===== config.mk =====
export PLATFORM = sky130hd
export DESIGN_NAME = load_align
export DESIGN_NICKNAME = d
export VERILOG_FILES = /design/src/design/lsu_pkg.sv /design/src/design/load_align.sv
export SDC_FILE = /design/constraint.sdc
export NUM_CORES = 1
export LEC_CHECK = 0
export BUFFER_PORTS_ARGS = -buffer_cell sky130_fd_sc_hd__clkbuf_2
export CORE_MARGIN = 8
export CORE_UTILIZATION = 30
export DETAILED_ROUTE_END_ITERATION = 10
export PLACE_DENSITY = 0.9
export SLEW_MARGIN = 25
export SYNTH_ARGS = -nofsm -noshare
export SYNTH_HDL_FRONTEND = slang
export SYNTH_SLANG_ARGS = --single-unit
export TNS_END_PERCENT = 10

===== constraint.sdc =====
create_clock -name vclk -period 1.75
set_clock_uncertainty 0.05 [all_clocks]
set_input_delay 0.175 -clock vclk [all_inputs]
set_output_delay 0.175 -clock vclk [all_outputs]
set_load 0.02 [all_outputs]

===== src/design/lsu_pkg.sv =====
/* LSU subsystem types */
package lsu_pkg;

  // Widths with a meaning
  typedef logic [31:0] xlen_t;
  typedef logic [31:0] cb_addr_t;
  typedef logic [31:0] pc_t;
  typedef logic [3:0]  cb_strb_t;

  typedef enum logic [2:0] {
    B  = 3'd0,
    H  = 3'd1,
    W  = 3'd2,
    BU = 3'd3,
    HU = 3'd4
  } lsu_w_t;

  // NO_LSU must stay zero, registers clear to it
  typedef enum logic [1:0] {
    NO_LSU    = 2'd0,
    LSU_LOAD  = 2'd1,
    LSU_STORE = 2'd2
  } lsu_op_typ_t;

  typedef enum logic [1:0] {
    CB_OKAY   = 2'b00,
    CB_SLVERR = 2'b10
  } cb_resp_t;

  typedef struct packed {
    lsu_op_typ_t op_typ;
    lsu_w_t      width;
    cb_addr_t    addr;
    xlen_t       wdata;
    pc_t         pc_addr;
  } s_lsu_op_t;

  // Master to slave
  typedef struct packed {
    cb_addr_t rd_addr;
    logic     rd_addr_valid;
    logic     rd_ready;
    cb_addr_t wr_addr;
    logic     wr_addr_valid;
    xlen_t    wr_data;
    cb_strb_t wr_strobe;
    logic     wr_data_valid;
    logic     wr_resp_ready;
  } s_cb_mosi_t;

  // Slave to master
  typedef struct packed {
    logic     rd_addr_ready;
    xlen_t    rd_data;
    logic     rd_valid;
    cb_resp_t rd_resp;
    logic     wr_addr_ready;
    logic     wr_data_ready;
    logic     wr_resp_valid;
    cb_resp_t wr_resp_error;
  } s_cb_miso_t;

  typedef struct packed {
    logic     active;
    cb_addr_t mtval;
  } s_trap_info_t;

endpackage


===== src/design/load_align.sv =====
/* Load data alignment */
`timescale 1ns/10ps

module load_align (
  input  lsu_pkg::s_lsu_op_t wb_lsu_i,
  input  lsu_pkg::xlen_t     rd_data_i,
  input  logic               rd_valid_i,
  output logic               ld_valid_o,
  output lsu_pkg::xlen_t     ld_data_o
);
  import lsu_pkg::*;

  xlen_t shifted;

  always_comb begin
    ld_valid_o = rd_valid_i && (wb_lsu_i.op_typ == LSU_LOAD);

    // Bring the addressed lane down to bit 0
    shifted = rd_data_i >> {wb_lsu_i.addr[1:0], 3'b000};

    case (wb_lsu_i.width)
      B: begin
        ld_data_o = {{24{shifted[7]}}, shifted[7:0]};
      end
      BU: begin
        ld_data_o = {24'h0, shifted[7:0]};
      end
      H: begin
        ld_data_o = {{16{shifted[15]}}, shifted[15:0]};
      end
      HU: begin
        ld_data_o = {16'h0, shifted[15:0]};
      end
      default: begin
        // Full word
        ld_data_o = rd_data_i;
      end
    endcase
  end

endmodule


==> results.md <==
* Via-per-instance ratio at about 5.3
* Syn Nets at around 310
* Crit path max-delay cell type: mux4_2
* Horiz. Die Dim at roughly 74 um
* Area Growth Syn to Fin at 57.4%
* P_sw at ~330 uW
* Internal power at about 240 uW
* Diodes inserted at 0
* CP startpoint kind: input pin
* Synthesis Warnings at 0
* Core area at 3310 um2
* Most instantiated cells after synthesis: 56 x nand2_1, 21 x a21oi_1, 17 x nor2_1, 15 x nand3b_1, 10 x mux2i_1
* # port buffers at 73
* Post-DP HPWL at around 3300 um
* Fraction of layout cells with a size suffix above 1 at 44.4%
* Hold EP: ld_valid_o
* Switching Fraction at 57.8%
* Post-Place Setup Slack at -40.8 ps
* Total power at approximately 570 uW
* Clock power share at 0%
* Fmax at 566 MHz
* Slew Viols, Final at 0
* Mapped Cells at around 170
* Placer Congestion at 0.870
* Post-route ant nets at 0
* Setup CP Type: in2out
* CP arrival at about 1500 ps
* Synth top area cells: nand2_1 21%, nand3b_1 11%, a21oi_1 10%, mux2i_1 9.8%, o2111a_1 7.7%
* Seq pwr share at 0%
* Worst Path Required at 1520 ps
* CP Capture Type: output pin
* Critical path buffer and inverter count at 3
* Post-synthesis average cell area at a little under 6 um2
* Hold_sp: wb_lsu_i[100]
* I/O pin count at 167
* Cell with the most instances after synthesis: nand2_1
* Nets at 386
* Overall Global Routing Usage at approximately 15%
* Crit path max fanout at 4
* VDD IR-drop max at 0.161 mV
* Hold Path Cell Cnt at 3
* P_leak at 0.823 nW
* DRC Markers at 0
* Starting density of the core at 31.0%
* First-pass DRT Iterations at 4
* Initial antenna violation count at 0
* Comb power frac at between 90% and 100%
* Post-route minimum period at between 1500 and 2000 ps
* RSZ-0062 raised after global routing: true
* Worst slew margin at 80.8%
* Actual slew at the worst max-slew pin at 280 ps
* Worst-path cell chain: buf_2, mux4_2, or2_4, buf_6, nand3b_1, a21oi_2, buf_4
* CP max stage delay at approximately 530 ps
* Largest net degree at the start of global routing at 32
* Maxcap violations at 0
* Final Util at 48.7%
* Yosys top cell area share at 20.5%
* Status: finished, violations left
* GRT overflow at 0
* Die H at roughly 74 um
* Final WL at between 4000 and 5000 um
* Tcrit/Tclk final at 101%
* Vias in the first global route at between 1,500 and 2,000
* Post-synth cell types at 26
* CTS Hold Bufs at 0
* Row count at 21
* FF+latch area at 0 um2
* Largest delay contributor family on the critical path: multiplexers
* Post-route setup slack at -16.5 ps
* Final Hold Viols at 0
* Register area share after synthesis at 0%
* Seq_cells at 0
* DRT iter0 DRCs at 93
* Synth area leader: nand2_1
* Die ar. at about 5500 um2
* Clk_buf instances at 0
* Cell Area, Synth at about 1000 um2
* Total vias in the final route at roughly 1,600
* Violations in the final reports: negative setup slack
* Setup violation total in the final timing report at 1
* Wirelength per Cell at about 15 um
* First-pass GRT wire length at about 6700 um
* Power Dens Cells at between 300 and 400 nW/um2
* Hold WC Path Type: in2out
[routing by layer]
metal  track usage [%]  part of all wire, %
met2              27.3                   51
met1              16.4                   40
met3              3.23                  9.2
met4              1.74                 0.19
met5                 0                    0
[placed cells by master, fill, tap and decap left out, types with 2 or more instances in the layout]
master and n:
nand3b_1 15, o221a_2 6, a21oi_1 20, mux2i_1 9, a211oi_1 2, buf_2 16
buf_4 21, clkbuf_2 53, o2111a_1 7, buf_6 4, o211ai_1 9, nor2_1 17
buf_12 2, nand2_1 56
[through the flow]
step	area, um2	hold WS (ps)	std cells	TNS, ps
6_report	1610	551	296	-16.5
5_1_grt	1610	561	296	-810
4_1_cts	1590	552	296	-16.8
3_5_place_dp	1550	551	295	-167
3_3_place_gp	1550	551	295	-63.8
2_1_floorplan	1020	380	173	0
[power groups by stage]
stage                     registers (mW)  clock network, mW  logic, mW
final                                  0                  0      0.570
after global routing                   0                  0      0.615
after CTS                              0                  0      0.558
after detailed placement               0                  0      0.541
after global placement                 0                  0      0.531
after floorplan                        0                  0      0.330
[worst max-delay path by stage]
stage            startpoint             to  slack (ps)  cells after the start
2_1_floorplan  wb_lsu_i[65]   ld_data_o[9]          50                      6
3_3_place_gp   wb_lsu_i[64]  ld_data_o[13]         -30                      7
3_5_place_dp   wb_lsu_i[64]  ld_data_o[13]         -40                      7
4_1_cts        wb_lsu_i[64]  ld_data_o[16]          -6                      7
5_1_grt        wb_lsu_i[65]  ld_data_o[29]         -50                      8
6_report       wb_lsu_i[64]  ld_data_o[13]         -20                      7
[layout make-up]
cell class / count / area (um2)
fill: 363 / 1700
multi-input combinational: 154 / 967
timing repair buffer: 96 / 588
tap: 46 / 57.6
[repair_timing]
item | 4_1_cts | 5_1_grt
endpoints found under the setup margin | 8 | 25
gates resized for setup | 6 | 29
pin swaps | 1 | 0
buffers inserted | 1 | 0
[cells by family (layout without fill, tap and decap cells)]
group	after synthesis	count (layout)	share of synthesized area [%]
compound gates	49	49	36.4
buf+inv	19	96	8.79
mux	12	12	13.1
simple gates	93	93	41.8
Note: power is estimated with default switching activity, not from simulation.
