## src/design/lsu_pkg.sv

```systemverilog
/* LSU subsystem types */
package lsu_pkg;

  // Widths with a meaning
  typedef logic [31:0] xlen_t;
  typedef logic [31:0] cb_addr_t;
  typedef logic [31:0] pc_t;
  typedef logic [3:0]  cb_strb_t;

  typedef enum logic [2:0] {
    B  = 3'd0,
    H  = 3'd1,
    W  = 3'd2,
    BU = 3'd3,
    HU = 3'd4
  } lsu_w_t;

  // NO_LSU must stay zero, registers clear to it
  typedef enum logic [1:0] {
    NO_LSU    = 2'd0,
    LSU_LOAD  = 2'd1,
    LSU_STORE = 2'd2
  } lsu_op_typ_t;

  typedef enum logic [1:0] {
    CB_OKAY   = 2'b00,
    CB_SLVERR = 2'b10
  } cb_resp_t;

  typedef struct packed {
    lsu_op_typ_t op_typ;
    lsu_w_t      width;
    cb_addr_t    addr;
    xlen_t       wdata;
    pc_t         pc_addr;
  } s_lsu_op_t;

  // Master to slave
  typedef struct packed {
    cb_addr_t rd_addr;
    logic     rd_addr_valid;
    logic     rd_ready;
    cb_addr_t wr_addr;
    logic     wr_addr_valid;
    xlen_t    wr_data;
    cb_strb_t wr_strobe;
    logic     wr_data_valid;
    logic     wr_resp_ready;
  } s_cb_mosi_t;

  // Slave to master
  typedef struct packed {
    logic     rd_addr_ready;
    xlen_t    rd_data;
    logic     rd_valid;
    cb_resp_t rd_resp;
    logic     wr_addr_ready;
    logic     wr_data_ready;
    logic     wr_resp_valid;
    cb_resp_t wr_resp_error;
  } s_cb_miso_t;

  typedef struct packed {
    logic     active;
    cb_addr_t mtval;
  } s_trap_info_t;

endpackage

```

## src/design/lsu.sv

```systemverilog
/* Load/store unit */
`timescale 1ns/10ps

module lsu #(
  parameter int SUPPORT_WR_RESP = 1
) (
  input  logic                  clk,
  input  logic                  rst_i,
  // Execute stage side
  input  lsu_pkg::s_lsu_op_t    lsu_i,
  output logic                  lsu_bp_o,
  output lsu_pkg::s_lsu_op_t    wb_lsu_o,
  // Core data bus
  output lsu_pkg::s_cb_mosi_t   data_cb_mosi_o,
  input  lsu_pkg::s_cb_miso_t   data_cb_miso_i,
  // Access faults
  output lsu_pkg::s_trap_info_t trap_ld_o,
  output lsu_pkg::s_trap_info_t trap_st_o
);
  import lsu_pkg::*;

  s_lsu_op_t lsu_ff, lsu_d;
  logic      dp_done_ff, dp_done_d;
  logic      lock_ff, lock_d;
  cb_addr_t  locked_addr_ff;
  cb_addr_t  req_addr;
  cb_strb_t  st_strb;

  logic ap_rd, ap_wr;
  logic dp_rd, dp_wr;
  logic bp_addr, bp_data;

  // Byte lanes touched by an access
  function automatic cb_strb_t mask_strobe(lsu_w_t size, logic [1:0] offset);
    cb_strb_t mask;
    case (size)
      B, BU:   mask = 4'b0001;
      H, HU:   mask = 4'b0011;
      default: mask = 4'b1111;
    endcase
    return cb_strb_t'(mask << offset);
  endfunction

  // Move store data onto its lanes with idle lanes zeroed
  function automatic xlen_t lane_data(xlen_t wdata, cb_strb_t strb, logic [1:0] offset);
    xlen_t shifted;
    shifted = wdata << {offset, 3'b000};
    for (int i = 0; i < 4; i++) begin
      if (!strb[i]) begin
        shifted[i*8 +: 8] = 8'h00;
      end
    end
    return shifted;
  endfunction

  always_comb begin
    ap_rd = (lsu_i.op_typ == LSU_LOAD);
    ap_wr = (lsu_i.op_typ == LSU_STORE);
    dp_rd = (lsu_ff.op_typ == LSU_LOAD);
    dp_wr = (lsu_ff.op_typ == LSU_STORE);

    data_cb_mosi_o               = s_cb_mosi_t'('0);
    data_cb_mosi_o.rd_ready      = 1'b1;
    data_cb_mosi_o.wr_resp_ready = 1'b1;

    // Data phase of the registered op goes first
    st_strb = mask_strobe(lsu_ff.width, lsu_ff.addr[1:0]);
    bp_data = 1'b0;
    if (!dp_done_ff) begin
      if (dp_rd) begin
        bp_data = !data_cb_miso_i.rd_valid;
      end else if (dp_wr) begin
        bp_data = !data_cb_miso_i.wr_data_ready;
        data_cb_mosi_o.wr_strobe     = st_strb;
        data_cb_mosi_o.wr_data       = lane_data(lsu_ff.wdata, st_strb, lsu_ff.addr[1:0]);
        data_cb_mosi_o.wr_data_valid = 1'b1;
      end
    end

    // Address phase only without data back-pressure
    req_addr = lock_ff ? locked_addr_ff : lsu_i.addr;
    bp_addr  = 1'b0;
    if (ap_rd) begin
      data_cb_mosi_o.rd_addr       = {req_addr[31:2], 2'b00};
      data_cb_mosi_o.rd_addr_valid = !bp_data;
      bp_addr                      = !data_cb_miso_i.rd_addr_ready;
    end else if (ap_wr) begin
      data_cb_mosi_o.wr_addr       = {req_addr[31:2], 2'b00};
      data_cb_mosi_o.wr_addr_valid = !bp_data;
      bp_addr                      = !data_cb_miso_i.wr_addr_ready;
    end

    lsu_bp_o = bp_addr || bp_data;

    // Keep the address of an issued request that is not taken
    lock_d = (data_cb_mosi_o.rd_addr_valid && !data_cb_miso_i.rd_addr_ready) ||
             (data_cb_mosi_o.wr_addr_valid && !data_cb_miso_i.wr_addr_ready);

    lsu_d     = lsu_ff;
    dp_done_d = !bp_data;
    if (!lsu_bp_o) begin
      lsu_d      = lsu_i;
      lsu_d.addr = req_addr;
      dp_done_d  = 1'b0;
    end
  end

  assign wb_lsu_o = lsu_ff;

  always_comb begin
    trap_ld_o = s_trap_info_t'('0);
    trap_st_o = s_trap_info_t'('0);
    if (data_cb_miso_i.rd_valid && (data_cb_miso_i.rd_resp != CB_OKAY)) begin
      trap_ld_o.active = 1'b1;
      trap_ld_o.mtval  = {lsu_ff.addr[31:2], 2'b00};
    end
    if ((SUPPORT_WR_RESP == 1) && data_cb_miso_i.wr_resp_valid &&
        (data_cb_miso_i.wr_resp_error != CB_OKAY)) begin
      trap_st_o.active = 1'b1;
    end
  end

  always_ff @(posedge clk) begin
    if (rst_i) begin
      lsu_ff     <= s_lsu_op_t'('0);
      dp_done_ff <= 1'b0;
      lock_ff    <= 1'b0;
    end else begin
      lsu_ff     <= lsu_d;
      dp_done_ff <= dp_done_d;
      lock_ff    <= lock_d;
    end
  end

  always_ff @(posedge clk) begin
    if (!lock_ff) begin
      locked_addr_ff <= lsu_i.addr;
    end
  end

  // Pending address held steady until the slave takes it
  a_rd_addr_stable: assert property (@(posedge clk) disable iff (rst_i)
    data_cb_mosi_o.rd_addr_valid && !data_cb_miso_i.rd_addr_ready
    |=> data_cb_mosi_o.rd_addr_valid && $stable(data_cb_mosi_o.rd_addr));

  a_wr_addr_stable: assert property (@(posedge clk) disable iff (rst_i)
    data_cb_mosi_o.wr_addr_valid && !data_cb_miso_i.wr_addr_ready
    |=> data_cb_mosi_o.wr_addr_valid && $stable(data_cb_mosi_o.wr_addr));

  // Read data only returns for a load still in its data phase
  a_rd_for_load: assert property (@(posedge clk) disable iff (rst_i)
    data_cb_miso_i.rd_valid |-> (dp_rd && !dp_done_ff));

endmodule

```

## config.mk

```make
export PLATFORM = sky130hd
export DESIGN_NAME = lsu
export DESIGN_NICKNAME = d
export VERILOG_FILES = /design/src/design/lsu_pkg.sv /design/src/design/lsu.sv
export SDC_FILE = /design/constraint.sdc
export NUM_CORES = 1
export LEC_CHECK = 0
export BUFFER_PORTS_ARGS = -buffer_cell sky130_fd_sc_hd__buf_2
export CORE_MARGIN = 8
export CORE_UTILIZATION = 30
export CTS_BUF_LIST = sky130_fd_sc_hd__clkbuf_4
export DETAILED_ROUTE_END_ITERATION = 16
export PLACE_DENSITY = 0.62
export SYNTH_ARGS = -nofsm -noshare
export SYNTH_HDL_FRONTEND = slang
export SYNTH_SLANG_ARGS = --single-unit
export TNS_END_PERCENT = 30
```

## constraint.sdc

```tcl
create_clock -name clk -period 1.6 [get_ports clk]
set_input_delay 0.16 -clock clk [delete_from_list [all_inputs] [get_ports clk]]
set_output_delay 0.16 -clock clk [all_outputs]
set_load 0.005 [all_outputs]
```

==> metrics.csv <==
metric;value;unit
result of the run;finished with violations;
violated checks;setup timing;
share of total power consumed by net switching;0.317;
final count of negative-setup-slack endpoints;200;
RSZ-0062 raised after global routing;true;
Worst path max stage delay;480;ps
Detailed Route WL;28100;um
die area;28700;sq um
R2R Path Start;dp_done_ff$_SDFF_PP0_;
number of DRC violations after detailed routing;0;
die span in x;169;um
highest clock frequency the design can meet;459;MHz
total iterations of the first detailed-routing run;4;
total via count after detailed routing;7515;
leading area contributor after synthesis;dfxtp_1;
sequential cell fraction of total power;0.410;
maximum capacitance violations;0;
count of synthesis-stage warnings from yosys;0;
Post-DRT Antenna Nets;0;
clock tree from TritonCTS;done;
most common library cells after synthesis;135 x dfxtp_1, 100 x a21oi_1, 77 x nor2_1;
largest clock skew in the final design;35.0;ps
worst vdd rail ir drop;0.000408;V
pin count of the biggest net entering global routing;70;
switching power total;3.06;mW
Yosys cell types;31;
fin crit share;1.36;
number of flops mapped to enable cells by yosys;0;
synth-to-layout area growth;67.5;%
Std-Cell Core Area;23300;sq um
Initial Utilization;0.303;
worst reg-to-reg setup slack;-260;ps
fraction of final layout cells with drive strength greater than 1;0.493;
worst reg-to-reg path cell count;9;
Hold WC Path Type;input pin to flip-flop;
register bit count reported by yosys;135;
initial antenna violation count;2;
critical path fanouts, max;9;
global-route wire length before repair;42300;um
kind of start point of the critical path;flip-flop;
global-route total usage across every layer;0.182;
CP Data Required Time;1440;ps
critical-path cell list;or3b_4, or3_4, nor2_2, buf_2;
via count of the first global-routing pass;7689;
post-layout min period;2180;ps
Die Y-Extent;169;um
clock root buffer;clkbuf_4;
top-count cell post-synth;dfxtp_1;
H-tree depth;4;
non-filler instance count after layout;1605;
cell area power density;817;nW/um^2
Worst Path Arrival;2020;ps
Synth Cell Area;7050;sq um
clock-pin slew of the registers on the worst-case setup and hold paths;140;ps
Gate Count Post-Synth;790;
syn_area_per_cell;8.92;sq um
detailed placement HPWL;18700;um
placer's final routability congestion estimate;0.892;
top-area cell type share of the netlist area;0.383;
count of final hold-check violations;0;
end point of the critical path;data_cb_mosi_o[19];
number of placed instances, taps included;1435;
total congestion overflow after global routing;0;
Critical-path top delay cell;or3_4;
Worst Setup End Kind;output port;
predominant post-synthesis flop cell;dfxtp_1;
Num CTS Buffers;17;
total count of max-transition violations in the final report;0;
fraction of synthesis flops using an asynchronous set or reset pin;0;
Longest Clk Path Bufs;2;
reported leakage power;5.52;nW
number of cell rows;56;
IO Port Bufs;344;
Net count, final;1416;
Starting DRT DRC Count;439;
WS Path Type;flip-flop to output port;
Critical Path Start;dp_done_ff$_SDFF_PP0_;
number of fill cells in the layout;2079;
final sum of negative setup slack;-49800;ps
clock latency on the worst-skew pair;520;ps
Core Util, Final;0.508;
sequential cell area fraction in the yosys report;0.383;
post-route worst setup slack;-580;ps
CTS Sinks;135;
Gate power share;0.297;
clock network power share;0.293;
Worst R2R End;wb_lsu_o[11]$_SDFFE_PP0N_;
average detailed-routed wire length per instance;17.5;um
largest cells by area after synthesis;dfxtp_1 38%, a21bo_1 10%, a21oi_1 7.1%;
I/O Pins;417;
internal power;6.59;mW
via count normalized by instance count;4.68;
## stage by stage
stage	setup slack (ps)	power (mW)	instance area [sq um]	hold WS [ps]
global route	-715	10.1	11800	86.4
CTS	-683	9.55	11400	61.3
detailed placement	-67.2	6.15	9220	416
global placement	-51.2	6.12	9220	411
floorplan	37.4	5.25	7190	300
finish	-580	9.64	11800	141
## logic make-up after synthesis
group	count (synthesis)	synth area share
compound gates	234	0.264
buf+inv	151	0.121
flops	135	0.383
mux	49	0.0701
other cells	2	0.00107
simple gates	219	0.160
## cell type report
cell class,count,area [sq um],area share
Timing Repair Buffer,540,3890,0.329
Multi-Input combinational cell,543,4320,0.366
Clock inverter,13,218,0.0184
Clock buffer,18,135,0.0114
Inverter,35,134,0.0113
Antenna cell,2,5.00,0.000424
Sequential cell,135,2710,0.230
Tap cell,319,399,0.0338
## power groups by stage
stage	clock network [mW]	registers (mW)	logic, mW
2_1_floorplan	0	3.94	1.31
3_3_place_gp	0	3.96	2.16
3_5_place_dp	0	3.97	2.18
4_1_cts	2.93	3.93	2.69
5_1_grt	3.06	3.99	3.09
6_report	2.83	3.95	2.87
## repair_timing
action,CTS,global route
endpoints found under the setup margin,202,202
endpoints found under the hold margin,116,0
gates resized for setup,94,82
buffers inserted,24,9
hold buffers,101,0
gates cloned,4,0
pin swaps,77,16
## critical path: cells and delay by family, from the launching register on
family,cells,cell delay [ps]
buffers and inverters,1,120
flip-flops,1,350
AND/OR/NAND/NOR,3,1030
## sequential cells by signal, indices dropped and copies added, names as in the netlist
name            flops
wb_lsu_o          101
locked_addr_ff     32
dp_done_ff          1
lock_ff             1
## worst min path at each step
stage	startpoint	endpoint	slack, ps	cells after the start
3_3_place_gp	lsu_i[64]	locked_addr_ff[0]$_DFF_P_	410	2
5_1_grt	lsu_i[72]	locked_addr_ff[8]$_DFF_P_	90	5
6_report	lsu_i[72]	locked_addr_ff[8]$_DFF_P_	140	5
3_5_place_dp	lsu_i[63]	wb_lsu_o[63]$_SDFFE_PP0N_	420	3
4_1_cts	lsu_i[72]	locked_addr_ff[8]$_DFF_P_	60	5
2_1_floorplan	lsu_i[100]	wb_lsu_o[100]$_SDFFE_PP0N_	300	2
## placed cells by master (no fill, tap or decap), drive strengths merged
| master | instances |
|---|---|
| dlygate4sd3 | 101 |
| nor2 | 86 |
| a21bo | 71 |
| nor4 | 3 |
| dfxtp | 135 |
| and2 | 39 |
| clkinv | 2 |
| mux2i | 46 |
| clkbuf | 18 |
| inv | 39 |
| bufinv | 5 |
| o22a | 1 |
| clkinvlp | 2 |
| nand3 | 71 |
| a32oi | 2 |
| or3b | 1 |
| mux2 | 3 |
| or3 | 1 |
| nor3 | 3 |
| a211oi | 47 |
| a21oi | 110 |
| a211o | 2 |
| nor2b | 11 |
| conb | 40 |
| buf | 439 |
| diode | 2 |
| nor4b | 2 |
| nand2b | 2 |
| o21a | 2 |
## layer usage
layer  vias up  GRT usage  share of wire
li1       3609          -              -
met1      3570      0.205           0.41
met2       300      0.319           0.49
met3        36     0.0605          0.079
met4         0     0.0593          0.021
met5         -          0              0
(Power assumes the default switching activity.)
